`src/common/icache_defs.svh`:
```
`ifndef ICACHE_DEFS_SVH
`define ICACHE_DEFS_SVH

// Cache geometry. The state word is 5 bits per way, so 4 ways give 20 bits.
`define ICACHE_WAYS    4
`define ICACHE_SETS    64

// Address split for a 64-byte line.
`define ICACHE_IDX_W   6
`define ICACHE_OFS_W   6
`define ICACHE_ADDR_W  32
`define ICACHE_TAG_W   (`ICACHE_ADDR_W - `ICACHE_IDX_W - `ICACHE_OFS_W)

// Wishbone classic slave.
`define WB_DAT_W       32

`endif

```
`src/common/icache_pkg.sv`:
```
`include "icache_defs.svh"

package icache_pkg;

    // Line state encoding, as in the reference next-state block.
    typedef enum logic [4:0] {
        ST_INVALID = 5'd0,
        ST_PENDING = 5'd2,
        ST_VALID   = 5'd16
    } line_state_t;

    // Host command, carried in dat_w[1:0] of a write.
    typedef enum logic [1:0] {
        CMD_FETCH = 2'd0,   // f2 load.
        CMD_FILL  = 2'd1,   // L2 write.
        CMD_INV   = 2'd2,   // L2 invalidate.
        CMD_EVICT = 2'd3    // Allocate a victim way.
    } icache_cmd_t;

    // Packed set word, way 3 in bits 19:15 down to way 0 in bits 4:0.
    typedef line_state_t [`ICACHE_WAYS-1:0] set_meta_t;

    // One-hot way select for hit and victim.
    typedef logic [`ICACHE_WAYS-1:0] way_vec_t;

endpackage

```
`src/icache/icache_way.sv`:
```
`timescale 1ns/1ps
`include "icache_defs.svh"

module icache_way (
    input  logic                      clk,
    input  logic                      rst,
    input  logic                      rd_en,
    input  logic [`ICACHE_IDX_W-1:0]  idx,
    input  logic [`ICACHE_IDX_W-1:0]  wr_idx,
    input  logic                      wr_en,
    input  logic                      wr_set_present,
    input  logic [`ICACHE_TAG_W-1:0]  wr_tag,
    input  icache_pkg::line_state_t   wr_state,
    output logic [`ICACHE_TAG_W-1:0]  way_tag,
    output logic                      way_present,
    output icache_pkg::line_state_t   way_state
);
    import icache_pkg::*;

    logic [`ICACHE_TAG_W-1:0] tag_mem [`ICACHE_SETS];
    logic [`ICACHE_SETS-1:0]  present_mem;
    line_state_t              state_mem [`ICACHE_SETS];

    // Present bits and states come up cleared.
    always_ff @(posedge clk) begin
        if (rst) begin
            present_mem <= '0;
            for (int s = 0; s < `ICACHE_SETS; s++) begin
                state_mem[s] <= ST_INVALID;
            end
        end else if (wr_en) begin
            state_mem[wr_idx] <= wr_state;
            if (wr_set_present) begin
                present_mem[wr_idx] <= 1'b1;   // Allocation.
            end
        end
    end

    // Tag only loads on allocation.
    always_ff @(posedge clk) begin
        if (wr_en && wr_set_present) begin
            tag_mem[wr_idx] <= wr_tag;
        end
    end

    // One-cycle read.
    always_ff @(posedge clk) begin
        if (rd_en) begin
            way_tag     <= tag_mem[idx];
            way_present <= present_mem[idx];
            way_state   <= state_mem[idx];
        end
    end

endmodule

```
`config.mk`:
```
export PLATFORM = sky130hd
export DESIGN_NAME = icache_way
export DESIGN_NICKNAME = d
export VERILOG_FILES = /design/src/common/icache_pkg.sv /design/src/icache/icache_way.sv
export VERILOG_INCLUDE_DIRS = /design/src /design/src/common
export SDC_FILE = /design/constraint.sdc
export NUM_CORES = 2
export LEC_CHECK = 0
export CORE_MARGIN = 2
export CORE_UTILIZATION = 40
export DETAILED_ROUTE_END_ITERATION = 12
export DONT_BUFFER_PORTS = 1
export SYNTH_ARGS = -nofsm -noshare
export SYNTH_HDL_FRONTEND = slang
export SYNTH_SLANG_ARGS = --single-unit
```
`constraint.sdc`:
```
create_clock -name clk -period 4.3 [get_ports clk]
set_clock_uncertainty 0.2 [all_clocks]
set_input_delay 0.86 -clock clk [delete_from_list [all_inputs] [get_ports clk]]
set_output_delay 0.86 -clock clk [all_outputs]
set_load 0.02 [all_outputs]
```
==> impl_metrics.tcl <==
set metrics [dict create \
    wl_um 172000 \
    hpwl_um 96300 \
    drive_gt1_share_pct 22.0 \
    synth_top_cell_area_share_pct 72.4 \
    drtIter0Drc 3962 \
    vias 34300 \
    syn_nets 3587 \
    finalCriticalPeriod_ns 3.87 \
    numClockSinks 1690 \
    fin_ws_ns 0.432 \
    path_clk_slew_ns 0.06 \
    drv_slew 0 \
    syn_area_mm2 0.0674 \
    die_h_um 415 \
    critPathKind "in2reg" \
    grt_pass1_wl_um 248000 \
    ys_seq_area_share_pct 74.3 \
    cts_tree "built" \
    cts.path.max_buffers 3 \
    grt_usage_pct 19.7 \
    slew_headroom_pct 24.6 \
    dr.pass1.iters 6 \
    status "finished, final reports clean" \
    clock.fmax_mhz 259 \
    syn2layout_area_growth_pct 13.2 \
    gp_congestion 0.784 \
    wire_per_inst_um 29.1 \
    synth_top_area_cell "edfxtp_1" \
    synth_seq_cells 1690 \
    ys_types 36 \
    most-common-layout-cells "1,626 x edfxtp_1, 342 x mux4_2, 342 x and3_1" \
    clock_latency_ns 0.82 \
    antenna_found_initial 4 \
    dp_slack_ns 0.759 \
    rows 150 \
    hold_path_class "in2reg" \
    crit_arrival_ns 4.19 \
    final_antenna_net_count 0 \
    grt_max_degree 471 \
    startpoint_type "input port" \
    setup_viol 0 \
    start_util_pct 40.3 \
    fin_tns_setup_ns 0 \
    fp.dieW_um 415 \
    cts-buffers-inserted 173 \
    cts_root_buffer "clkbuf_16" \
    dp_cells 5563 \
    crit_fanout 100 \
    avgSynthCellArea_um2 19.0 \
    num-nets-final 3604 \
    setup.worst_path.end_class "register" \
    ios 68 \
    rsz0062_at_grt "false" \
    power.leakage_uw 0.0261 \
    p_per_area_mw_per_mm2 454 \
    tightest_slew_ns 1.13 \
    layout_commonest_cell "edfxtp_1" \
    hold_violations 0 \
    vias_per_cell 5.80 \
    final_util_pct 45.6 \
    drt_drc_violations_left 0 \
    h-tree-depth 4 \
    fin_crit_sh_pct 90.0 \
    ctsResizeCount 0 \
    grt_pass1_vias 34000 \
    ir_worst_vdd_v 0.000280 \
    postSynthCellCount 3545 \
    core_mm2 0.167 \
    portBuffers 0 \
    synth.area.top_cells "edfxtp_1 72%, mux4_2 11%, mux2i_1 3.7%" \
    cp.required_ns 4.62 \
    grt_overflow 0 \
    yosys_warnings 0 \
    drv_cap 0 \
    die_area_mm2 0.172 \
    postCtsSetupRepairBufs 0 \
    instances_no_fill 5911 \
]
-- layer usage --
| metal | GRT usage, % | wire (um) | part of all wire, % | up-vias |
|---|---|---|---|---|
| met4 | 5.18 | 3580 | 2.1 | 4 |
| met2 | 32.4 | 85100 | 49 | 1188 |
| met5 | 0 | 33 | 0.019 | - |
| met3 | 2.94 | 10900 | 6.4 | 222 |
| li1 | - | - | - | 14500 |
| met1 | 27.6 | 72300 | 42 | 18300 |
-- through the flow --
step / total power (uW) / area (um2) / hold WS [ns]
finish: 34700 / 76300 / 0.0617
global route: 35700 / 76300 / 0.0414
CTS: 34800 / 76200 / 0.00388
detailed placement: 19900 / 70000 / 0.252
global placement: 19900 / 70000 / 0.242
floorplan: 19800 / 67400 / 0.231
-- state kept, by name, indices dropped and copies added (netlist names) --
register     cells
way_tag         20
way_state        5
state_mem      320
tag_mem       1280
way_present      1
present_mem     64
-- worst max-delay path, cell delays in order --
cell and delay, ns:
buf_16 0.51, buf_16 0.50, buf_16 0.45, mux4_2 0.59, mux4_2 0.48, nor2_1 0.44, a311oi_1 0.10
-- what timing repair did --
action                                  CTS  global route
setup endpoints to repair                 0            19
endpoints found under the hold margin  1369             0
hold buffers                             22             0
-- logic make-up after synthesis --
kind of cell / synth area share, %
flip-flops: 74.3
AND/OR/NAND/NOR: 4.63
AO/OA/AOI/OAI: 3.85
buffers and inverters: 2.07
multiplexers: 15.1
-- synth_stat cells (all sizes together) --
| cell | instances |
|---|---|
| edfxtp | 1626 |
| and3 | 342 |
| mux4 | 342 |
| mux2i | 250 |
| clkbuf | 186 |
| nor2 | 186 |
| buf | 115 |
| a22oi | 92 |
| a21o | 84 |
| o22ai | 66 |
| dfxtp | 64 |
| a31oi | 46 |
| o21ai | 40 |
| a21oi | 32 |
| o31ai | 20 |
| nand2 | 11 |
| a311oi | 6 |
| nand3b | 5 |
| or3b | 5 |
| nand2b | 4 |
| nand3 | 4 |
| nor2b | 4 |
| nor3 | 4 |
| or2 | 4 |
| and2 | 2 |
| nor3b | 2 |
| and3b | 1 |
| o21ba | 1 |
| or3 | 1 |
-- area by class of cell --
class                           count  area [um2]
Fill cell                       14000       90900
Sequential cell                  1690       50100
Multi-Input combinational cell   1554       16200
Clock buffer                      216        4610
Tap cell                         2204        2760
Timing Repair Buffer              143        1750
Clock inverter                    103         940
Antenna cell                        1        2.50
-- power breakdown --
| group | total [uW] | internal [uW] | switching [uW] |
|---|---|---|---|
| Sequential | 18400 | 18300 | 130 |
| Clock | 14700 | 8310 | 6380 |
| Combinational | 1610 | 655 | 950 |
| Total | 34700 | 27200 | 7460 |
-- final timing paths --
kind | from | end | slack (ns) | cells after the start
setup / recovery | idx[0] | way_tag[17] | 0.43 | 7
setup reg to reg | tag_mem[61][12] | way_tag[12] | 1.85 | 5
hold reg to reg | present_mem[44] | present_mem[44] | 0.26 | 2
hold / removal | wr_state[3] | state_mem[52][3] | 0.06 | 1
Note: power is estimated with default switching activity, not from simulation.
