$ cat src/common/icache_defs.svh
`ifndef ICACHE_DEFS_SVH
`define ICACHE_DEFS_SVH

// Cache geometry. The state word is 5 bits per way, so 4 ways give 20 bits.
`define ICACHE_WAYS    4
`define ICACHE_SETS    64

// Address split for a 64-byte line.
`define ICACHE_IDX_W   6
`define ICACHE_OFS_W   6
`define ICACHE_ADDR_W  32
`define ICACHE_TAG_W   (`ICACHE_ADDR_W - `ICACHE_IDX_W - `ICACHE_OFS_W)

// Wishbone classic slave.
`define WB_DAT_W       32

`endif

$ cat src/common/icache_pkg.sv
`include "icache_defs.svh"

package icache_pkg;

    // Line state encoding, as in the reference next-state block.
    typedef enum logic [4:0] {
        ST_INVALID = 5'd0,
        ST_PENDING = 5'd2,
        ST_VALID   = 5'd16
    } line_state_t;

    // Host command, carried in dat_w[1:0] of a write.
    typedef enum logic [1:0] {
        CMD_FETCH = 2'd0,   // f2 load.
        CMD_FILL  = 2'd1,   // L2 write.
        CMD_INV   = 2'd2,   // L2 invalidate.
        CMD_EVICT = 2'd3    // Allocate a victim way.
    } icache_cmd_t;

    // Packed set word, way 3 in bits 19:15 down to way 0 in bits 4:0.
    typedef line_state_t [`ICACHE_WAYS-1:0] set_meta_t;

    // One-hot way select for hit and victim.
    typedef logic [`ICACHE_WAYS-1:0] way_vec_t;

endpackage

$ cat src/rtl/icache_wb_front.sv
`timescale 1ns/1ps
`include "icache_defs.svh"

module icache_wb_front (
    input  logic                       clk,
    input  logic                       rst,
    input  logic                       cyc,
    input  logic                       stb,
    input  logic                       we,
    input  logic [`ICACHE_ADDR_W-1:0]  adr,
    input  logic [`WB_DAT_W-1:0]       dat_w,
    output logic                       ack,
    output logic [`WB_DAT_W-1:0]       dat_r,
    output logic                       rd_en,
    output logic                       req_vld,
    output logic                       is_write,
    output logic [`ICACHE_IDX_W-1:0]   idx,
    output logic [`ICACHE_TAG_W-1:0]   tag,
    output icache_pkg::icache_cmd_t    cmd,
    input  logic                       rsp_vld,
    input  logic [`WB_DAT_W-1:0]       rsp_data
);
    import icache_pkg::*;

    typedef enum logic [2:0] {
        S_IDLE,
        S_LOOKUP,
        S_UPDATE,
        S_RESP,
        S_DONE
    } front_state_t;

    front_state_t state;
    logic         busy;
    logic         accept;

    assign busy   = (state != S_IDLE);
    assign accept = cyc && stb && !busy;

    // Sequencer, one request in flight.
    always_ff @(posedge clk) begin
        if (rst) begin
            state <= S_IDLE;
        end else begin
            case (state)
                S_IDLE: begin
                    if (accept) begin
                        state <= S_LOOKUP;
                    end
                end
                S_LOOKUP: state <= S_UPDATE;   // Ways read this cycle.
                S_UPDATE: state <= S_RESP;     // Update stage writes back.
                S_RESP: begin
                    if (rsp_vld) begin
                        state <= S_DONE;
                    end
                end
                // Host drops stb after ack; give it one cycle.
                S_DONE: state <= S_IDLE;
                default: state <= S_IDLE;
            endcase
        end
    end

    // Request capture and address split.
    always_ff @(posedge clk) begin
        if (accept) begin
            is_write <= we;
            idx      <= adr[`ICACHE_OFS_W +: `ICACHE_IDX_W];
            tag      <= adr[`ICACHE_ADDR_W-1 -: `ICACHE_TAG_W];
            cmd      <= icache_cmd_t'(dat_w[1:0]);   // Command field.
        end
    end

    assign rd_en   = (state == S_LOOKUP);
    assign req_vld = (state == S_UPDATE);

    assign ack   = (state == S_RESP) && rsp_vld && cyc && stb;
    assign dat_r = ack ? rsp_data : '0;

endmodule

$ cat config.mk
export PLATFORM = sky130hd
export DESIGN_NAME = icache_wb_front
export DESIGN_NICKNAME = d
export VERILOG_FILES = /design/src/common/icache_pkg.sv /design/src/rtl/icache_wb_front.sv
export VERILOG_INCLUDE_DIRS = /design/src /design/src/common
export SDC_FILE = /design/constraint.sdc
export NUM_CORES = 1
export LEC_CHECK = 0
export BUFFER_PORTS_ARGS = -buffer_cell sky130_fd_sc_hd__buf_2
export CORE_UTILIZATION = 34
export CTS_CLUSTER_DIAMETER = 80
export DETAILED_ROUTE_END_ITERATION = 6
export PLACE_DENSITY = 0.79
export SKIP_LAST_GASP = 1
export SYNTH_ARGS = -nofsm -noshare
export SYNTH_HDL_FRONTEND = slang
export SYNTH_SLANG_ARGS = --single-unit
$ cat constraint.sdc
create_clock -name clk -period 5 [get_ports clk]
set_input_delay 1 -clock clk [delete_from_list [all_inputs] [get_ports clk]]
set_output_delay 1 -clock clk [all_outputs]
set_load 0.05 [all_outputs]
==> results.md, run 1 <==
- Die area: 4750 sq um
- Largest net degree at the start of global routing: 36
- Max Clock Freq: 319 MHz
- Commonest non-fill, non-tap cells in the layout: buf_2, inv_1, nor3_2, edfxtp_1, clkbuf_8
- Maximum VDD drop: roughly 0.00012 V
- Hold Violations, Final: 0
- GRT Overall Usage: 12.9%
- Yosys top cell area share: between 50% and 60%
- I/O pin cnt: 166
- RePlAce Congestion: between 0.7 and 0.8
- # H-tree levels: 2
- Deepest clock path buffer count: 2
- Yosys reg bits: 32
- Post-layout nets: 348
- Post-synth top area cell: edfxtp_1
- 1st-pass router iterations: 4
- Clock Sinks: 32
- Rows: 23
- Hold path start: state[2]$_SDFFE_PP0P_
- Final WL: 3.24 mm
- Crit end category: primary output
- Cts hold-fix bufs: 0
- R2R Path End: is_write$_DFFE_PP_
- First-pass GRT wire length: 4.37 mm
- Worst Skew: 0.00268 ns
- Ranking of synthesized cells by area: edfxtp_1, nor3_2, inv_1
- Die width: 68.9 um
- Initial Util: 36.7%
- Mapped Nets: 217
- HP Class: flop to flop
- Setup violators final: 0
- Hold depth: 1
- Crit start category: input pin
- Design Power: 0.656 mW
- Clock latency on the worst-skew pair: ~0.27 ns
- Layout area overhead: 50.8%
- Unrepaired setup endpoints after global routing: no
- Detailed router's first-iteration violation count: 49
- Cts bufs inserted: 5
- Hold EP: state[2]$_SDFFE_PP0P_
- Post-Syn Instances: 115
- Pleak: 1.16 nW
- Reg2Reg Setup Slack: 3.62 ns
- DRC violations left: 0
- Cell variety after synth: 17
- Dpl hpwl: around 2.5 mm
- Tmin final: 3.14 ns
- TritonCTS clock tree: done
- Fill count: approximately 340
- CP Data Required Time: 4.00 ns
- Status: complete, no violations
- Vias in the first global route: roughly 1000
- Mapped cell area: 1520 sq um
- Commonest non-fill, non-tap cell in the layout: buf_2
- Period Utilization, post-route: roughly 63%
- Reg2Reg Depth: 2
- Setup bufs post-CTS: 0
- PD cells: 286 nW/um^2
- Worst EP arrival: 2.14 ns
- ANT nets after route: 0
- Synth warn: 0
- WL/cell: 10.9 um
- CP Class: input pin to primary output
- Core ar.: 4140 sq um
- Worst slew margin: 62.4%
- Avg Vias per Cell: ~4.3
- DR vias: 1284
- CTS resizes: 0
- Clock transition at path regs: 0.06 ns
- Root buf cell: clkbuf_8
- Antenna cells: 0
- R2R Path Start: state[2]$_SDFFE_PP0P_
- Max Transition Viols Final: 0
- I/O Buffers: 129
- GR Overflow Total: 0
- Sequential element share of the synthesized area: 61.2%
- Initial antenna violation count: 0
- Average size of a mapped cell: 13.2 sq um
- Maxcap violations: 0
- Die H: 68.9 um
- Setup TNS: 0 ns
- Crit path max fanout: 35
- Slew @ Worst Pin: 0.565 ns
- Layout cells sized above 1: about 68%
-- power by group --
group / internal (mW) / switching [mW] / total (mW)
clock network: 0.148 / 0.0875 / 0.235
logic: 0.0324 / 0.0759 / 0.108
registers: 0.308 / 0.00530 / 0.313
total: 0.488 / 0.169 / 0.656
-- layout make-up --
cell class	instances	area (sq um)	area share (%)
Multi-Input combinational cell	45	420	18.3
Tap cell	50	62.6	2.73
Inverter	32	120	5.23
Timing Repair Buffer	130	653	28.5
Clock buffer	6	72.6	3.16
Sequential cell	32	931	40.6
Clock inverter	2	35.0	1.53
-- metrics by stage --
stage               std cells  util [%]  setup WS [ns]  hold WS, ns  instance area (sq um)
floorplan                 115         -          0.692        0.490                   1520
finish                    297      55.4           1.86        0.564                   2290
global placement          289      52.8           1.87        0.532                   2190
CTS                       297      55.4           1.84        0.565                   2290
global route              297      55.4           1.73        0.607                   2290
detailed placement        289      52.8           1.85        0.547                   2190
-- kinds of logic (layout without fill, tap and decap cells) --
family                 after synthesis  in the layout  synth area share [%]
AND/OR/NAND/NOR                     42             42                  25.6
buffers and inverters               38            170                  11.6
flip-flops                          32             32                  61.2
AO/OA/AOI/OAI                        3              3                  1.65
-- critical path: stages --
cell and delay (ns):
buf_2 0.11, nand3_4 0.41, nor3_1 0.30, buf_2 0.30
-- flip-flops by register name, summed over array words and instances, names as in the netlist --
| name | cells |
|---|---|
| tag | 20 |
| cmd | 2 |
| state | 3 |
| idx | 6 |
| is_write | 1 |
-- synthesized netlist by cell type --
| library cell | instances |
|---|---|
| inv_1 | 32 |
| buf_6 | 3 |
| nand2_1 | 1 |
| nor3_2 | 29 |
| a21boi_0 | 1 |
| buf_4 | 3 |
| nor3_1 | 4 |
| nor2_1 | 2 |
| edfxtp_1 | 29 |
| nor3b_1 | 2 |
| nand3_4 | 1 |
| and3b_1 | 1 |
| nand3b_4 | 1 |
| dfxtp_1 | 3 |
| o21a_1 | 1 |
| o211a_1 | 1 |
| nor4_1 | 1 |
-- worst max-delay path by stage --
| stage | from | endpoint | slack (ns) | depth (start not counted) |
|---|---|---|---|---|
| floorplan | stb | cmd[0]$_DFFE_PP_ | 0.69 | 2 |
| global placement | rsp_vld | dat_r[1] | 1.87 | 4 |
| detailed placement | rsp_vld | dat_r[2] | 1.85 | 4 |
| CTS | rsp_vld | dat_r[2] | 1.84 | 4 |
| global route | rsp_vld | dat_r[31] | 1.73 | 4 |
| finish | rsp_vld | dat_r[2] | 1.86 | 4 |
-- metal layers --
metal	wire length [um]	up-vias	GRT usage, %
met4	36	0	5.36
met2	1390	103	21.8
met1	1330	535	14.2
li1	-	642	-
met5	0	-	0
met3	486	4	4.93
Note: power is estimated with default switching activity, not from simulation.
==> run 2, diff against run 1 <==
==> constraint.sdc (replaced) <==
create_clock -name clk -period 3 [get_ports clk]
set_input_delay 0.6 -clock clk [delete_from_list [all_inputs] [get_ports clk]]
set_output_delay 0.6 -clock clk [all_outputs]
set_load 0.05 [all_outputs]
==> results.md, run 2 (synthesis gave the netlist of run 1 again) <==
- Hold EP: tag[11]$_DFFE_PP_
- R2R Path Start: state[0]$_SDFFE_PP0P_
- CP Class: flop to primary output
- Max reg flops: 20 (unchanged)
- Cts bufs inserted: 5 (unchanged)
- Commonest non-fill, non-tap cells in the layout: buf_2, inv_1, nor3_2, edfxtp_1, clkbuf_8
- Crit end category: primary output
- TritonCTS clock tree: done
- DRC violations left: 0 (unchanged)
- Design Power: 1.10 mW (+67%)
- Die width: 68.9 um (unchanged)
- Largest register by flop count: tag
- WL/cell: 11.0 um (+0.87%)
- Hold Violations, Final: 0 (unchanged)
- Initial Util: 36.7% (unchanged)
- First-pass GRT wire length: 4.45 mm (+1.9%)
- R2R Path End: state[1]$_SDFFE_PP0P_
- Root buf cell: clkbuf_8
- Slew @ Worst Pin: 0.558 ns (-0.00682 ns)
- Tmin final: 2.50 ns
- Period Utilization, post-route: 83.2%
- I/O pin cnt: 166 (unchanged)
- Vias in the first global route: 1106 (+7.1%)
- Die area: 4750 sq um (unchanged)
- Layout cells sized above 1: 68.4% (unchanged)
- Worst Skew: 0.00388 ns (+0.00120 ns)
- Final WL: 3.26 mm (+0.87%)
- Commonest non-fill, non-tap cell in the layout: buf_2
- Layout area overhead: 51.4%
- PD cells: 476 nW/um^2 (+66%)
- Post-layout nets: 348 (unchanged)
- Crit start category: flop
- Setup violators final: 0 (unchanged)
- Largest net degree at the start of global routing: 36 (unchanged)
- Final instance area: 2300 sq um (+0.38%)
- Unrepaired setup endpoints after global routing: no
- Crit path max fanout: 35 (unchanged)
- Maxcap violations: 0 (unchanged)
- 1st-pass router iterations: 4 (unchanged)
- Maximum VDD drop: 0.000219 V (+80%)
- Core ar.: 4140 sq um (unchanged)
- Cts hold-fix bufs: 0 (unchanged)
- Worst path top cell family by delay: simple AND/OR/NAND/NOR gates
- Die H: 68.9 um (unchanged)
- Worst hold slack: 0.498 ns (-0.0663 ns)
- Crit-path max cell delay: 0.51 ns (+0.10 ns)
- # H-tree levels: 2 (unchanged)
- HP Class: input pin to flop
- Dpl hpwl: 2.54 mm (+0.93%)
- Detailed router's first-iteration violation count: 57 (+16%)
- Avg Vias per Cell: 4.33 (about the same)
- Hold depth: 1 (unchanged)
- Max Transition Viols Final: 0 (unchanged)
- Initial antenna violation count: 0 (unchanged)
- Dpl ws: 0.621 ns (-1.23 ns)
- DR vias: 1285 (+0.078%)
- Worst EP arrival: 1.90 ns (-0.24 ns)
- Deepest clock path buffer count: 2 (unchanged)
- Worst slew margin: 62.8% (+0.45 points)
- ANT nets after route: 0 (unchanged)
- Rows: 23 (unchanged)
- GR Overflow Total: 0 (unchanged)
- Post-placement cell area: 2200 sq um (+0.40%)
- Reg2Reg Setup Slack: 1.60 ns (-2.02 ns)
- Slowest-stage cell, CP: dfxtp_1
- Crit path buf inv count: 1 (-1)
- I/O Buffers: 129 (unchanged)
- GRT Overall Usage: 12.8% (-0.025 points)
- Setup ws final: 0.503 ns (-1.36 ns)
- Setup TNS: 0 ns (unchanged)
- Top Registers: tag (20), idx (6), state (3)
- Clock transition at path regs: 0.06 ns (about the same)
- Clock Sinks: 32 (unchanged)
- CTS resizes: 0 (unchanged)
- RePlAce Congestion: 0.709 (+0.47%)
- Status: complete, no violations
- Antenna cells: 0 (unchanged)
- Fill count: 364 (+6.1%)
- Setup bufs post-CTS: 0 (unchanged)
- Max Clock Freq: approximately 400 MHz
- Reg2Reg Depth: 2 (unchanged)
- CP Data Required Time: 2.40 ns (-1.60 ns)
- Pleak: 1.16 nW (+0.12%)
- Hold path start: adr[23]
- CP Cell Sequence: nand3_4, nor3_1, buf_2
- Clock latency on the worst-skew pair: 0.28 ns (about the same)
==> run 2: how the worst max path moves through the flow <==
stage                                from                to  slack, ns  cells after the start
CTS                 state[0]$_SDFFE_PP0P_         dat_r[31]       0.45                      3
global placement                  rsp_vld         dat_r[17]       0.65                      4
global route        state[0]$_SDFFE_PP0P_         dat_r[28]       0.37                      3
finish              state[0]$_SDFFE_PP0P_         dat_r[31]       0.50                      3
floorplan                             stb  cmd[0]$_DFFE_PP_       0.31                      2
detailed placement                rsp_vld         dat_r[31]       0.62                      4
==> run 2: metrics by stage <==
stage | util [%] | cells
6_report | 55.6 | 297
3_3_place_gp | 53.0 | 289
2_1_floorplan | - | 115
3_5_place_dp | 53.0 | 289
5_1_grt | 55.6 | 297
4_1_cts | 55.6 | 297
==> run 2: cell type report <==
type | instances | area (sq um) | share of cell area (%)
Multi-Input combinational cell | 45 | 429 | 18.6
Sequential cell | 32 | 931 | 40.4
Timing Repair Buffer | 130 | 653 | 28.4
Clock buffer | 6 | 72.6 | 3.15
Tap cell | 50 | 62.6 | 2.72
Clock inverter | 2 | 35.0 | 1.52
Inverter | 32 | 120 | 5.21
==> run 2: where the power goes <==
part	internal [mW]	leakage, nW	switching, mW
logic	0.0547	0.812	0.127
registers	0.513	0.294	0.00980
clock network	0.246	0.0552	0.146
==> run 2: per-layer routing <==
metal	part of all wire [%]	up-vias	GRT usage, %
met5	0	-	0
met4	1.0	0	3.83
met3	15	5	4.77
met2	43	98	24.0
met1	41	539	13.1
li1	-	643	-
==> run 3, diff against run 2 <==
==> constraint.sdc (replaced) <==
create_clock -name clk -period 2.42 [get_ports clk]
set_input_delay 0.484 -clock clk [delete_from_list [all_inputs] [get_ports clk]]
set_output_delay 0.484 -clock clk [all_outputs]
set_load 0.05 [all_outputs]
==> results.md, run 3 (synthesis gave the netlist of run 1 again) <==
- Status: complete, no violations
- CP Data Required Time: 1.94 ns (-0.46 ns)
- Vias in the first global route: 1075 (-2.8%)
- Slew @ Worst Pin: 0.470 ns (-0.0878 ns)
- Crit start category: flop
- Max reg flops: 20 (unchanged)
- Rows: 23 (unchanged)
- Crit path buf inv count: 1 (unchanged)
- ANT nets after route: 0 (unchanged)
- Detailed router's first-iteration violation count: 26 (-54%)
- Die width: 68.9 um (unchanged)
- Slowest-stage cell, CP: dfxtp_1
- Largest net degree at the start of global routing: 35 (-2.8%)
- Worst slew margin: 68.7% (+5.9 points)
- Multi-input logic area: 447 sq um (+4.1%)
- Cts bufs inserted: 5 (unchanged)
- Core ar.: 4140 sq um (unchanged)
- Post-placement cell area: 2210 sq um (+0.68%)
- RePlAce Congestion: 0.698 (-1.6%)
- Worst EP arrival: 1.74 ns (-0.16 ns)
- Deepest clock path buffer count: 2 (unchanged)
- Dpl hpwl: 2.63 mm (+3.3%)
- Final WL: 3.41 mm (+4.6%)
- HP Class: input pin to flop
- Clock transition at path regs: 0.06 ns (about the same)
- Commonest non-fill, non-tap cell in the layout: buf_2
- Setup TNS: 0 ns (unchanged)
- PD cells: 537 nW/um^2 (+13%)
- First-pass GRT wire length: 4.40 mm (-1.1%)
- 1st-pass router iterations: 4 (unchanged)
- Setup violators final: 0 (unchanged)
- CP Class: flop to primary output
- Post-layout nets: 351 (+0.86%)
- I/O pin cnt: 166 (unchanged)
- Worst path top cell family by delay: flip-flops
- Commonest non-fill, non-tap cells in the layout: buf_2, inv_1, nor3_2, edfxtp_1, clkbuf_8
- Tmin final: 2.23 ns
- Max Clock Freq: between 400 and 500 MHz
- Avg Vias per Cell: 4.45 (+2.8%)
- Maxcap violations: 0 (unchanged)
- TritonCTS clock tree: done
- Die area: 4750 sq um (unchanged)
- Fill count: 347 (-4.7%)
- Crit end category: primary output
- Reg2Reg Depth: 2 (unchanged)
- Period Utilization, post-route: 92.0%
- Root buf cell: clkbuf_8
- Maximum VDD drop: 0.000187 V (-14%)
- Hold Violations, Final: 0 (unchanged)
- Pleak: 1.16 nW (-0.43%)
- Initial antenna violation count: 0 (unchanged)
- Finished Layout Cells: 299 (+0.67%)
- Cells after DPL: 291 (+0.69%)
- Antenna cells: 0 (unchanged)
- # H-tree levels: 2 (unchanged)
- CP Cell Sequence: nand3_4, nor3_1, buf_2
- FF/Latch Area: 931 sq um (unchanged)
- Top Registers: tag (20), idx (6), state (3)
- WL/cell: 11.4 um (+3.9%)
- Worst Skew: 0.00526 ns (+0.00138 ns)
- Largest register by flop count: tag
- CP Depth: 3 (unchanged)
- Layout area overhead: 51.6%
- Hold depth: 1 (unchanged)
- DR vias: 1330 (+3.5%)
- Max Transition Viols Final: 0 (unchanged)
- Initial Util: 36.7% (unchanged)
- Setup ws final: 0.194 ns (-0.309 ns)
- Clock Sinks: 32 (unchanged)
- GRT Overall Usage: 12.9% (+0.043 points)
- I/O Buffers: 129 (unchanged)
- DRC violations left: 0 (unchanged)
- Crit path max fanout: 17 (-51%)
- Layout cells sized above 1: 68.7% (+0.25 points)
- Final instance area: 2310 sq um (+0.11%)
- Clock latency on the worst-skew pair: 0.27 ns (about the same)
- Crit-path max cell delay: 0.61 ns (+0.10 ns)
- Die H: 68.9 um (unchanged)
- Dpl ws: 0.310 ns (-0.311 ns)
- GR Overflow Total: 0 (unchanged)
- Unrepaired setup endpoints after global routing: no
run 3: changes by cell type in the layout (fill, tap and decap cells not counted), sizes merged:
cell    before  now
bufinv       1    0
buf        130  132
nand3        1    2
run 3: path summary, 6_finish.rpt:
path | endpoint | from | slack (ns)
worst min register to register | state[2]$_SDFFE_PP0P_ | state[2]$_SDFFE_PP0P_ | 0.58
worst min-delay path | tag[10]$_DFFE_PP_ | adr[22] | 0.38
worst max register to register | tag[6]$_DFFE_PP_ | state[0]$_SDFFE_PP0P_ | 0.98
worst max-delay path | dat_r[31] | state[0]$_SDFFE_PP0P_ | 0.19
run 3: layer usage:
layer / track usage [%] / up-vias / part of all wire, %
met5: 0 / - / 0
met4: 5.36 / 0 / 1.5
met3: 4.44 / 6 / 14
met2: 25.2 / 99 / 48
met1: 11.7 / 577 / 37
li1: - / 648 / -
run 3: worst reg2reg max path: cells and delay by family (launching register included):
kind	cells	cell delay [ns]
simple gates	1	0.29
buf+inv	1	0.36
flops	1	0.45
run 3: layout make-up:
cell class | instances | area share [%]
clock inverters | 1 | 0.217
inverters | 32 | 5.21
flip-flops and latches | 32 | 40.4
well taps | 50 | 2.71
multi-input cells | 46 | 19.4
repair buffers | 132 | 29.0
clock buffers | 6 | 3.15
run 3: power breakdown:
group | leakage (nW) | internal (mW) | switching [mW] | total [mW]
registers | 0.294 | 0.636 | 0.0145 | 0.650
logic | 0.822 | 0.0694 | 0.159 | 0.228
clock network | 0.0410 | 0.195 | 0.166 | 0.360
total | 1.16 | 0.900 | 0.339 | 1.24
run 3: through the flow:
stage | power, mW | hold slack [ns] | utilization, %
after CTS | 1.25 | 0.370 | 55.2
after global routing | 1.29 | 0.370 | 55.6
after global placement | 0.882 | 0.567 | 53.4
final | 1.24 | 0.383 | 55.6
after detailed placement | 0.887 | 0.571 | 53.4
after floorplan | 0.806 | 0.541 | -
run 3: timing repair:
action,4_1_cts,5_1_grt
setup buffers,0,0
hold buffers,0,0
gates resized for setup,0,1
setup endpoints to repair,0,32
hold endpoints to repair,0,0
