**src/common/icache_defs.svh**
```systemverilog
`ifndef ICACHE_DEFS_SVH
`define ICACHE_DEFS_SVH

// Cache geometry. The state word is 5 bits per way, so 4 ways give 20 bits.
`define ICACHE_WAYS    4
`define ICACHE_SETS    64

// Address split for a 64-byte line.
`define ICACHE_IDX_W   6
`define ICACHE_OFS_W   6
`define ICACHE_ADDR_W  32
`define ICACHE_TAG_W   (`ICACHE_ADDR_W - `ICACHE_IDX_W - `ICACHE_OFS_W)

// Wishbone classic slave.
`define WB_DAT_W       32

`endif

```
**src/common/icache_pkg.sv**
```systemverilog
`include "icache_defs.svh"

package icache_pkg;

    // Line state encoding, as in the reference next-state block.
    typedef enum logic [4:0] {
        ST_INVALID = 5'd0,
        ST_PENDING = 5'd2,
        ST_VALID   = 5'd16
    } line_state_t;

    // Host command, carried in dat_w[1:0] of a write.
    typedef enum logic [1:0] {
        CMD_FETCH = 2'd0,   // f2 load.
        CMD_FILL  = 2'd1,   // L2 write.
        CMD_INV   = 2'd2,   // L2 invalidate.
        CMD_EVICT = 2'd3    // Allocate a victim way.
    } icache_cmd_t;

    // Packed set word, way 3 in bits 19:15 down to way 0 in bits 4:0.
    typedef line_state_t [`ICACHE_WAYS-1:0] set_meta_t;

    // One-hot way select for hit and victim.
    typedef logic [`ICACHE_WAYS-1:0] way_vec_t;

endpackage

```
**src/icache/inext_state.sv**
```systemverilog
`timescale 1ns/1ps
`include "icache_defs.svh"

module inext_state (
    input  logic                  valid_in,
    input  icache_pkg::set_meta_t f2_meta_in,
    input  logic                  f2_ld,
    input  logic                  l2_w,
    input  logic                  l2_inv,
    input  logic                  f2_evict,
    input  icache_pkg::way_vec_t  hit_way,
    input  icache_pkg::way_vec_t  evict_way,
    output icache_pkg::set_meta_t next_meta_out
);
    import icache_pkg::*;

    line_state_t cur_state;
    line_state_t next_state;

    // State of the hit way.
    always_comb begin
        cur_state = ST_INVALID;
        for (int w = 0; w < `ICACHE_WAYS; w++) begin
            if (hit_way[w]) begin
                cur_state = f2_meta_in[w];
            end
        end
    end

    always_comb begin
        case (cur_state)
            ST_INVALID: next_state = f2_ld ? ST_PENDING : cur_state;
            ST_PENDING: next_state = l2_w ? ST_VALID : cur_state;
            default:    next_state = cur_state;   // Valid holds.
        endcase
    end

    // Replace only the targeted field.
    always_comb begin
        next_meta_out = f2_meta_in;
        if (valid_in) begin
            if (f2_evict) begin
                if ($onehot(evict_way)) begin
                    for (int w = 0; w < `ICACHE_WAYS; w++) begin
                        if (evict_way[w]) begin
                            next_meta_out[w] = ST_PENDING;
                        end
                    end
                end
            end else if (l2_inv) begin
                if ($onehot(hit_way)) begin
                    for (int w = 0; w < `ICACHE_WAYS; w++) begin
                        if (hit_way[w]) begin
                            next_meta_out[w] = ST_INVALID;
                        end
                    end
                end
            end else if ($onehot(hit_way)) begin
                for (int w = 0; w < `ICACHE_WAYS; w++) begin
                    if (hit_way[w]) begin
                        next_meta_out[w] = next_state;
                    end
                end
            end
        end
    end

endmodule

```
**src/icache/icache_update.sv**
```systemverilog
`timescale 1ns/1ps
`include "icache_defs.svh"

module icache_update (
    input  logic                      clk,
    input  logic                      rst,
    input  logic                      req_vld,
    input  logic                      is_write,
    input  logic [`ICACHE_IDX_W-1:0]  idx,
    input  logic [`ICACHE_TAG_W-1:0]  tag,
    input  icache_pkg::icache_cmd_t   cmd,
    input  logic [`ICACHE_TAG_W-1:0]  way_tag [`ICACHE_WAYS],
    input  logic [`ICACHE_WAYS-1:0]   way_present,
    input  icache_pkg::line_state_t   way_state [`ICACHE_WAYS],
    output icache_pkg::way_vec_t      wr_en,
    output logic                      wr_set_present,
    output logic [`ICACHE_IDX_W-1:0]  wr_idx,
    output logic [`ICACHE_TAG_W-1:0]  wr_tag,
    output icache_pkg::set_meta_t     wr_state_word,
    output logic                      rsp_vld,
    output logic [`WB_DAT_W-1:0]      rsp_data
);
    import icache_pkg::*;

    localparam int PAD_W = `WB_DAT_W - `ICACHE_WAYS - $bits(set_meta_t);

    set_meta_t                       cur_meta;
    set_meta_t                       next_meta;
    way_vec_t                        hit;
    way_vec_t                        victim;
    logic                            victim_free;
    logic [$clog2(`ICACHE_WAYS)-1:0] rr_ptr;
    logic                            upd_vld;
    logic                            do_evict;

    always_comb begin
        for (int w = 0; w < `ICACHE_WAYS; w++) begin
            cur_meta[w] = way_state[w];
            hit[w]      = way_present[w] && (way_tag[w] == tag);
        end
    end

    // Lowest free way, else round robin.
    always_comb begin
        victim      = '0;
        victim_free = 1'b0;
        for (int w = 0; w < `ICACHE_WAYS; w++) begin
            if (!way_present[w] && !victim_free) begin
                victim[w]   = 1'b1;
                victim_free = 1'b1;
            end
        end
        if (!victim_free) begin
            victim[rr_ptr] = 1'b1;
        end
    end

    assign upd_vld  = req_vld && is_write;
    assign do_evict = upd_vld && (cmd == CMD_EVICT);

    inext_state u_next (
        .valid_in      (upd_vld),
        .f2_meta_in    (cur_meta),
        .f2_ld         (cmd == CMD_FETCH),
        .l2_w          (cmd == CMD_FILL),
        .l2_inv        (cmd == CMD_INV),
        .f2_evict      (cmd == CMD_EVICT),
        .hit_way       (hit),
        .evict_way     (victim),
        .next_meta_out (next_meta)
    );

    // Evict always rewrites the victim, since its tag changes.
    always_comb begin
        for (int w = 0; w < `ICACHE_WAYS; w++) begin
            wr_en[w] = upd_vld && (do_evict ? victim[w] : (next_meta[w] != cur_meta[w]));
        end
    end

    assign wr_set_present = do_evict;
    assign wr_idx         = idx;
    assign wr_tag         = tag;
    assign wr_state_word  = next_meta;

    always_ff @(posedge clk) begin
        if (rst) begin
            rr_ptr  <= '0;
            rsp_vld <= 1'b0;
        end else begin
            rsp_vld <= req_vld;
            if (do_evict && !victim_free) begin
                rr_ptr <= rr_ptr + 1'b1;   // Full set only.
            end
        end
    end

    always_ff @(posedge clk) begin
        rsp_data <= is_write ? '0 : {{PAD_W{1'b0}}, hit, cur_meta};
    end

endmodule

```
**config.mk**
```make
export PLATFORM = sky130hd
export DESIGN_NAME = icache_update
export DESIGN_NICKNAME = d
export VERILOG_FILES = /design/src/common/icache_pkg.sv /design/src/icache/inext_state.sv /design/src/icache/icache_update.sv
export VERILOG_INCLUDE_DIRS = /design/src /design/src/common
export SDC_FILE = /design/constraint.sdc
export NUM_CORES = 1
export LEC_CHECK = 0
export BUFFER_PORTS_ARGS = -buffer_cell sky130_fd_sc_hd__buf_2
export CORE_MARGIN = 5
export CORE_UTILIZATION = 30
export DETAILED_ROUTE_END_ITERATION = 6
export PLACE_DENSITY_LB_ADDON = 0.25
export SLEW_MARGIN = 20
export SYNTH_ARGS = -nofsm -noshare
export SYNTH_HDL_FRONTEND = slang
export SYNTH_SLANG_ARGS = --single-unit
```
**constraint.sdc**
```tcl
create_clock -name clk -period 15.48 [get_ports clk]
set_input_delay 3.096 -clock clk [delete_from_list [all_inputs] [get_ports clk]]
set_output_delay 3.096 -clock clk [all_outputs]
set_load 0.005 [all_outputs]
```
==> summary.txt, run 1 <==
Synthesis
  • Share of synthesized cell area in and, or, nand and nor gates: 26.8%
  • Post-Synth XOR/XNOR Area: 20.3%
  • Share of flip-flops with an asynchronous set or reset after synthesis: 0%
  • Dominant combinational cell family by area after synthesis: simple AND/OR/NAND/NOR gates
  • Sequential-to-total area share from yosys stat: 15.6%
  • Synthesized area divided by synthesized cell count: 7.42 µm²
  • Number of enable-type register cells in the synthesized netlist: 0
  • Synth Area in Compound Gates: 20.6%
  • Gate Count Post-Synth: 466
  • Flip-flop and latch count after synthesis: 27
  • Total number of yosys warnings: 0
  • Synth unique cells: 69
  • Portion of netlist area occupied by mux cells: 0.687%
  • Post-synthesis instance area: 3460 µm²
  • Adder and majority gate portion of the synthesized area: 4.77%
  • Dominant synthesized flop cell: dfxtp_1

Setup path
  • Worst reg-to-reg setup slack: 14.38 ns
  • Startpoint Class: input pin
  • Data required time of the worst path: 12.38 ns
  • WP data arrival: 7.88 ns
  • R2R Path End: rr_ptr[1]$_SDFFE_PP0P_
  • Nature of the critical path endpoint: output pin
  • Largest fanout of any net on the critical path: 14
  • R2r startpoint: rr_ptr[0]$_SDFFE_PP0P_
  • Startpoint of the most critical setup path: tag[13]
  • Kind of critical path: input pin to output pin
  • Length in cells of the worst reg-to-reg path: 4

Clocking
  • Max clock buf depth: 2
  • Clk Latency, worst-skew pair: 0.27 ns
  • Post CTS Setup Buffer Count: 0
  • Count of cells resized by post-cts repair: 0
  • Clock tree from TritonCTS: built
  • Number of hold buffers added after CTS: 0
  • Clock Sinks: 27
  • H-tree depth reported by CTS: 1
  • Clock transition at the registers of the reported paths: 0.08 ns
  • Number of buffers added by the clock tree synthesis step: 3
  • Cell chosen for the clock root: clkbuf_16

Min path
  • Beginning of the worst hold path: rr_ptr[1]$_SDFFE_PP0P_
  • Hold Path Sink: rr_ptr[1]$_SDFFE_PP0P_
  • Class of the tightest hold or removal check: flop to flop
  • Hold-critical path depth: 2

Floorplanning
  • Number of placement rows: 39
  • I/O Pins: 220
  • Area enclosed by the die boundary: 13,800 µm²
  • Core Area: 11,400 µm²
  • Initial Util: 30.4%
  • Die width: 117 µm
  • Die height: 117 µm

Finish
  • Number of filler cells placed in the layout: 1,225
  • Area of combinational cells with multiple inputs: 2560 µm²
  • Share of layout cells above drive strength 1: 35.0%
  • Count of inserted antenna diode cells: 0
  • Fraction of the core area covered by cells at the end of the flow: 39.1%
  • Synth-to-layout area growth: 28.5%
  • Sequential cell area: 541 µm²
  • # nets final: 781

Job
  • Max-cap violation count: 0

Drt
  • Antenna Violating Nets Remaining: 0
  • Drc violations: 0
  • Count of vias placed by the detailed router: 4,124
  • Overall routed net length: 15.2 mm
  • TritonRoute pass-1 iters: 5
  • 1st-iter DRT viols: 329
  • Routed wirelength normalized by instance count: 19.6 µm
  • Via-to-Cell Ratio: 5.32

STA
  • Number of endpoints with negative hold slack in the final report: 0
  • Final setup margin: 4.50 ns
  • Post-layout min period: 10.98 ns
  • Share of the clock period used by the worst path: 70.9%
  • Post-Route Skew: 0.000124 ns
  • Setup TNS: 0 ns
  • Max-Slew Margin vs Limit: 29.2%
  • RSZ-0062 raised after global routing: false
  • Top achievable clock speed: 91.1 MHz
  • Final setup fails: 0
  • Max-slew violation total from the final report: 0
  • Actual slew at the worst max-slew pin: 1.06 ns

Placed design
  • Routability Congestion: 0.928
  • Post-placement setup slack: 4.59 ns
  • Post-detailed-placement half-perimeter wirelength: 12.9 mm
  • Number of buffers inserted by port buffering: 199

GRT
  • Initial antenna violation count: 1
  • Routing usage on met2: 37.8%
  • Global routing usage on met3: 5.25%
  • Maximum number of pins on one net before global-route repair: 27
  • GRT busiest layer: met2
  • Total global-route track usage: 21.1%
  • Via count of the first global-routing pass: 4,295
  • First-pass GRT wire length: 23.9 mm
  • Global route overflow: 0
  • Global routing usage on met1: 25.5%

Power
  • Leakage power of the design: 2.09 nW
  • PD cells: 49.1 nW/µm²
  • Maximum ir drop on the vdd rail: 60.3 µV

Run status
  • Status: finished, final reports clean
-- routing by layer --
| metal | up-vias | part of all wire (%) |
|---|---|---|
| li1 | 1955 | - |
| met1 | 1910 | 40 |
| met2 | 234 | 50 |
| met3 | 23 | 9.2 |
| met4 | 2 | 1.3 |
| met5 | - | 0.13 |
-- critical path, stage by stage --
cell     delay, ns
buf_2         0.16
xor2_1        0.17
nor4_1        0.38
and2_0        0.49
nand2_2       0.23
inv_2         0.19
ha_1          0.25
ha_1          0.21
fa_1          0.43
nor3b_1       0.74
and3_1        0.38
nand2_1       0.29
or3_1         0.39
a21oi_1       0.16
o31ai_1       0.08
o21ai_1       0.09
buf_2         0.13
-- cell usage in the layout, fill, tap and decap left out, types with 3 or more instances in the layout --
master / Yosys / final
a211oi_1: 3 / 3
a21oi_1: 16 / 16
a221oi_1: 3 / 3
a22oi_1: 3 / 3
a311oi_1: 3 / 3
a31oi_1: 3 / 3
and3_1: 4 / 4
buf_2: 5 / 199
clkbuf_16: 0 / 3
conb_1: 1 / 8
dfxtp_1: 27 / 27
ha_1: 10 / 10
inv_1: 21 / 21
nand2_1: 40 / 40
nand3_1: 27 / 27
nand4_1: 11 / 11
nor2_1: 36 / 36
nor2b_1: 14 / 14
nor3_1: 11 / 11
nor4_1: 13 / 13
o2111ai_1: 6 / 6
o211ai_1: 4 / 4
o21a_1: 3 / 3
o21ai_0: 19 / 19
o21ai_1: 7 / 7
o22ai_1: 3 / 3
o31ai_1: 4 / 4
xnor2_1: 34 / 34
xor2_1: 46 / 46
-- registers in the layout, indices dropped and copies added, names as in the netlist --
register,flops
rr_ptr,2
rsp_data,24
rsp_vld,1
-- final cells by class --
cell class	instances	area share (%)
Tap cell	143	4.02
Sequential cell	27	12.2
Clock inverter	1	0.169
Clock buffer	3	1.69
Inverter	22	1.86
Multi-Input combinational cell	379	57.5
Timing Repair Buffer	200	22.6
-- cells in the mapped netlist (3+ instances only) --
master	number	area (µm²)
nor2b_1	14	87.6
buf_4	34	255
nand2_1	40	150
nor3_1	11	55.1
nand3_1	27	135
buf_2	5	25.0
ha_1	10	125
o31ai_1	4	30.0
nor4_1	13	81.3
a21oi_1	16	80.1
a221oi_1	3	26.3
xnor2_1	34	298
xor2_1	46	403
dfxtp_1	27	541
clkbuf_1	5	18.8
o2111ai_1	6	52.6
inv_1	21	78.8
o211ai_1	4	30.0
nor2_1	36	135
o21a_1	3	22.5
a211oi_1	3	22.5
o22ai_1	3	18.8
a31oi_1	3	18.8
o21ai_1	7	35.0
nand4_1	11	68.8
a22oi_1	3	22.5
a311oi_1	3	26.3
o21ai_0	19	95.1
and3_1	4	25.0
-- kinds of logic (layout without fill, tap and decap cells) --
kind of cell | after synthesis | count (layout)
AO/OA/AOI/OAI | 100 | 100
XOR/XNOR | 80 | 80
adder cells (fa/ha/maj) | 12 | 12
buffers and inverters | 67 | 226
flip-flops | 27 | 27
multiplexers | 2 | 2
other | 1 | 8
AND/OR/NAND/NOR | 177 | 177
-- where the power goes --
part,switching (W),total (W),internal (W)
sequential,0.000000605,0.0000729,0.0000723
clock,0.0000281,0.0000634,0.0000353
combinational,0.0000460,0.0000820,0.0000360
total,0.0000747,0.000218,0.000144
-- per-stage QoR --
stage / instance area (µm²) / total power (W) / std cells / hold slack (ns)
after CTS: 4450 / 0.000220 / 775 / 0.580
after detailed placement: 4360 / 0.000157 / 771 / 0.569
after floorplan: 3490 / 0.000117 / 473 / 0.514
after global placement: 4360 / 0.000157 / 771 / 0.547
after global routing: 4450 / 0.000233 / 775 / 0.620
final: 4450 / 0.000218 / 775 / 0.573
-- worst max path at each step --
stage | cells after the start | endpoint | slack [ns]
floorplan | 17 | wr_en[1] | 5.48
global placement | 19 | wr_en[1] | 4.73
detailed placement | 17 | wr_en[0] | 4.59
CTS | 17 | wr_en[0] | 4.58
global route | 18 | wr_en[1] | 4.25
finish | 17 | wr_en[0] | 4.50
No activity file was read; power rests on OpenSTA's default activity.
==> run 2: changes to the inputs <==
==> constraint.sdc (replaced) <==
create_clock -name clk -period 10 [get_ports clk]
set_input_delay 2 -clock clk [delete_from_list [all_inputs] [get_ports clk]]
set_output_delay 2 -clock clk [all_outputs]
set_load 0.005 [all_outputs]
==> summary.txt, run 2 (same netlist as run 1, synthesis figures left out) <==
Finish
  • Flip-flop count of the largest register, all copies and words added: 24 (unchanged)
  • Share of layout cells above drive strength 1: 35.0% (unchanged)
  • Post-route insts no fill: 775 (unchanged)
  • Largest registers in the final layout: rsp_data (24), rr_ptr (2), rsp_vld (1)
  • Count of inserted antenna diode cells: 0 (unchanged)
  • Largest reg by FF count: rsp_data
  • Synth-to-layout area growth: 28.5% (unchanged)
  • Commonest cells after routing, fill and taps aside: buf_2 (199), xor2_1 (46), nand2_1 (40)
  • Leading cell type in the layout, fill and taps excluded: buf_2
  • # nets final: 781 (unchanged)

GRT
  • Global route overflow: 0 (unchanged)
  • First-pass GRT wire length: 24.0 mm (+0.46%)
  • Via count of the first global-routing pass: 4,377 (+1.9%)
  • Routing usage on met2: 37.2% (-0.60 points)
  • GRT busiest layer: met2
  • Maximum number of pins on one net before global-route repair: 27 (unchanged)
  • Total global-route track usage: 21.2% (+0.13 points)
  • Global routing usage on met1: 26.3% (+0.85 points)
  • Global routing usage on met3: 4.43% (-0.82 points)
  • Initial antenna violation count: 1 (unchanged)

Floorplanning
  • Die height: 117 µm (unchanged)
  • Initial Util: 30.4% (unchanged)
  • Area enclosed by the die boundary: 13,800 µm² (unchanged)
  • Core Area: 11,400 µm² (unchanged)
  • I/O Pins: 220 (unchanged)
  • Die width: 117 µm (unchanged)
  • Number of placement rows: 39 (unchanged)

Drt
  • Routed wirelength normalized by instance count: 19.7 µm (+0.68%)
  • Antenna Violating Nets Remaining: 0 (unchanged)
  • Via-to-Cell Ratio: 5.33 (+0.15%)
  • TritonRoute pass-1 iters: 5 (unchanged)
  • Count of vias placed by the detailed router: 4,130 (+0.15%)
  • Overall routed net length: 15.3 mm (+0.68%)
  • Drc violations: 0 (unchanged)
  • 1st-iter DRT viols: 273 (-17%)

Placed design
  • DP Cell Count: 771 (unchanged)
  • Post-detailed-placement half-perimeter wirelength: 13.0 mm (+0.68%)
  • Number of buffers inserted by port buffering: 199 (unchanged)
  • Routability Congestion: 0.917 (-1.2%)

STA
  • Number of endpoints with negative hold slack in the final report: 0 (unchanged)
  • RSZ-0062 raised after global routing: false
  • Top achievable clock speed: 111 MHz
  • Setup TNS: 0 ns (unchanged)
  • Actual slew at the worst max-slew pin: 1.02 ns (-0.0344 ns)
  • Post-layout min period: 9.04 ns
  • Worst slack on hold paths: 0.579 ns (+0.00681 ns)
  • Max-slew violation total from the final report: 0 (unchanged)
  • Final setup fails: 0 (unchanged)
  • Share of the clock period used by the worst path: 90.4%
  • Max-Slew Margin vs Limit: 31.5% (+2.3 points)
  • Post-Route Skew: 0.00000611 ns (-0.000118 ns)

Min path
  • Class of the tightest hold or removal check: flop to flop

Clocking
  • Max clock buf depth: 2 (unchanged)
  • Clock transition at the registers of the reported paths: 0.08 ns (about the same)
  • Clk Latency, worst-skew pair: 0.27 ns (about the same)
  • Post CTS Setup Buffer Count: 0 (unchanged)
  • Clock Sinks: 27 (unchanged)
  • H-tree depth reported by CTS: 1 (unchanged)
  • Count of cells resized by post-cts repair: 0 (unchanged)
  • Number of buffers added by the clock tree synthesis step: 3 (unchanged)
  • Number of hold buffers added after CTS: 0 (unchanged)
  • Clock tree from TritonCTS: built
  • Cell chosen for the clock root: clkbuf_16

Setup path
  • Startpoint of the most critical setup path: tag[14]
  • Largest fanout of any net on the critical path: 11 (-3)
  • R2R Path End: rr_ptr[1]$_SDFFE_PP0P_
  • Startpoint Class: input pin
  • R2r startpoint: rr_ptr[0]$_SDFFE_PP0P_
  • Last element of the critical path: wr_en[1]
  • Length in cells of the worst reg-to-reg path: 4 (unchanged)
  • Kind of critical path: input pin to output pin
  • Data required time of the worst path: 8.00 ns (-4.38 ns)
  • Nature of the critical path endpoint: output pin
  • WP data arrival: 7.04 ns (-0.84 ns)
  • Worst reg-to-reg setup slack: 8.92 ns (-5.46 ns)

Job
  • Max-cap violation count: 0 (unchanged)

Run status
  • Status: finished, final reports clean

Power
  • Maximum ir drop on the vdd rail: 61.3 µV (+1.6%)
  • PD cells: 76.1 nW/µm² (+55%)
  • Leakage power of the design: 2.09 nW (unchanged)
[run 2: cell counts in the layout (fill, tap and decap cells not counted)]
No cell type changed its count.
[run 2: critical path: stages]
cell and delay, ns:
buf_2 0.15, xor2_1 0.17, nor4_1 0.33, nand4_1 0.29, or2_1 0.46, inv_1 0.28, ha_1 0.28, ha_1 0.19
fa_1 0.44, nor3b_1 0.69, nand2_1 0.17, nor4_1 0.60, a22oi_1 0.20, o21ai_0 0.18, a221o_1 0.19, a211oi_1 0.06
a31o_1 0.19, nand3_1 0.06, buf_2 0.11
[run 2: metrics by stage]
stage | instance area [µm²] | utilization (%) | worst slack [ns] | power [W]
global placement | 4360 | 38.4 | 1.23 | 0.000243
detailed placement | 4360 | 38.4 | 1.03 | 0.000244
finish | 4450 | 39.1 | 0.959 | 0.000339
floorplan | 3490 | - | 2.20 | 0.000181
global route | 4450 | 39.1 | 0.704 | 0.000360
CTS | 4450 | 39.1 | 1.02 | 0.000343
[run 2: area by class of cell]
cell class / count / area [µm²]
flip-flops and latches: 27 / 541
well taps: 143 / 179
clock inverters: 1 / 7.51
repair buffers: 200 / 1000
clock buffers: 3 / 75.1
multi-input cells: 379 / 2560
inverters: 22 / 82.6
fillers: 1205 / 6920
[run 2: how the worst min path moves through the flow]
stage / from / endpoint / slack [ns] / cells past startpoint
after CTS: rr_ptr[1]$_SDFFE_PP0P_ / rr_ptr[1]$_SDFFE_PP0P_ / 0.59 / 2
after floorplan: rr_ptr[1]$_SDFFE_PP0P_ / rr_ptr[1]$_SDFFE_PP0P_ / 0.51 / 2
after global placement: rr_ptr[1]$_SDFFE_PP0P_ / rr_ptr[1]$_SDFFE_PP0P_ / 0.55 / 2
after global routing: rr_ptr[0]$_SDFFE_PP0P_ / rr_ptr[0]$_SDFFE_PP0P_ / 0.64 / 2
final: rr_ptr[1]$_SDFFE_PP0P_ / rr_ptr[1]$_SDFFE_PP0P_ / 0.58 / 2
after detailed placement: rr_ptr[1]$_SDFFE_PP0P_ / rr_ptr[1]$_SDFFE_PP0P_ / 0.57 / 2
[run 2: power by group]
group	internal (W)	switching (W)
logic	0.0000558	0.0000719
clock network	0.0000546	0.0000434
registers	0.000112	0.00000104
[run 2: layer usage]
metal | wire length [µm] | part of all wire, %
met4 | 290 | 1.9
met1 | 6120 | 40
met3 | 1260 | 8.2
met2 | 7600 | 50
met5 | 20 | 0.13
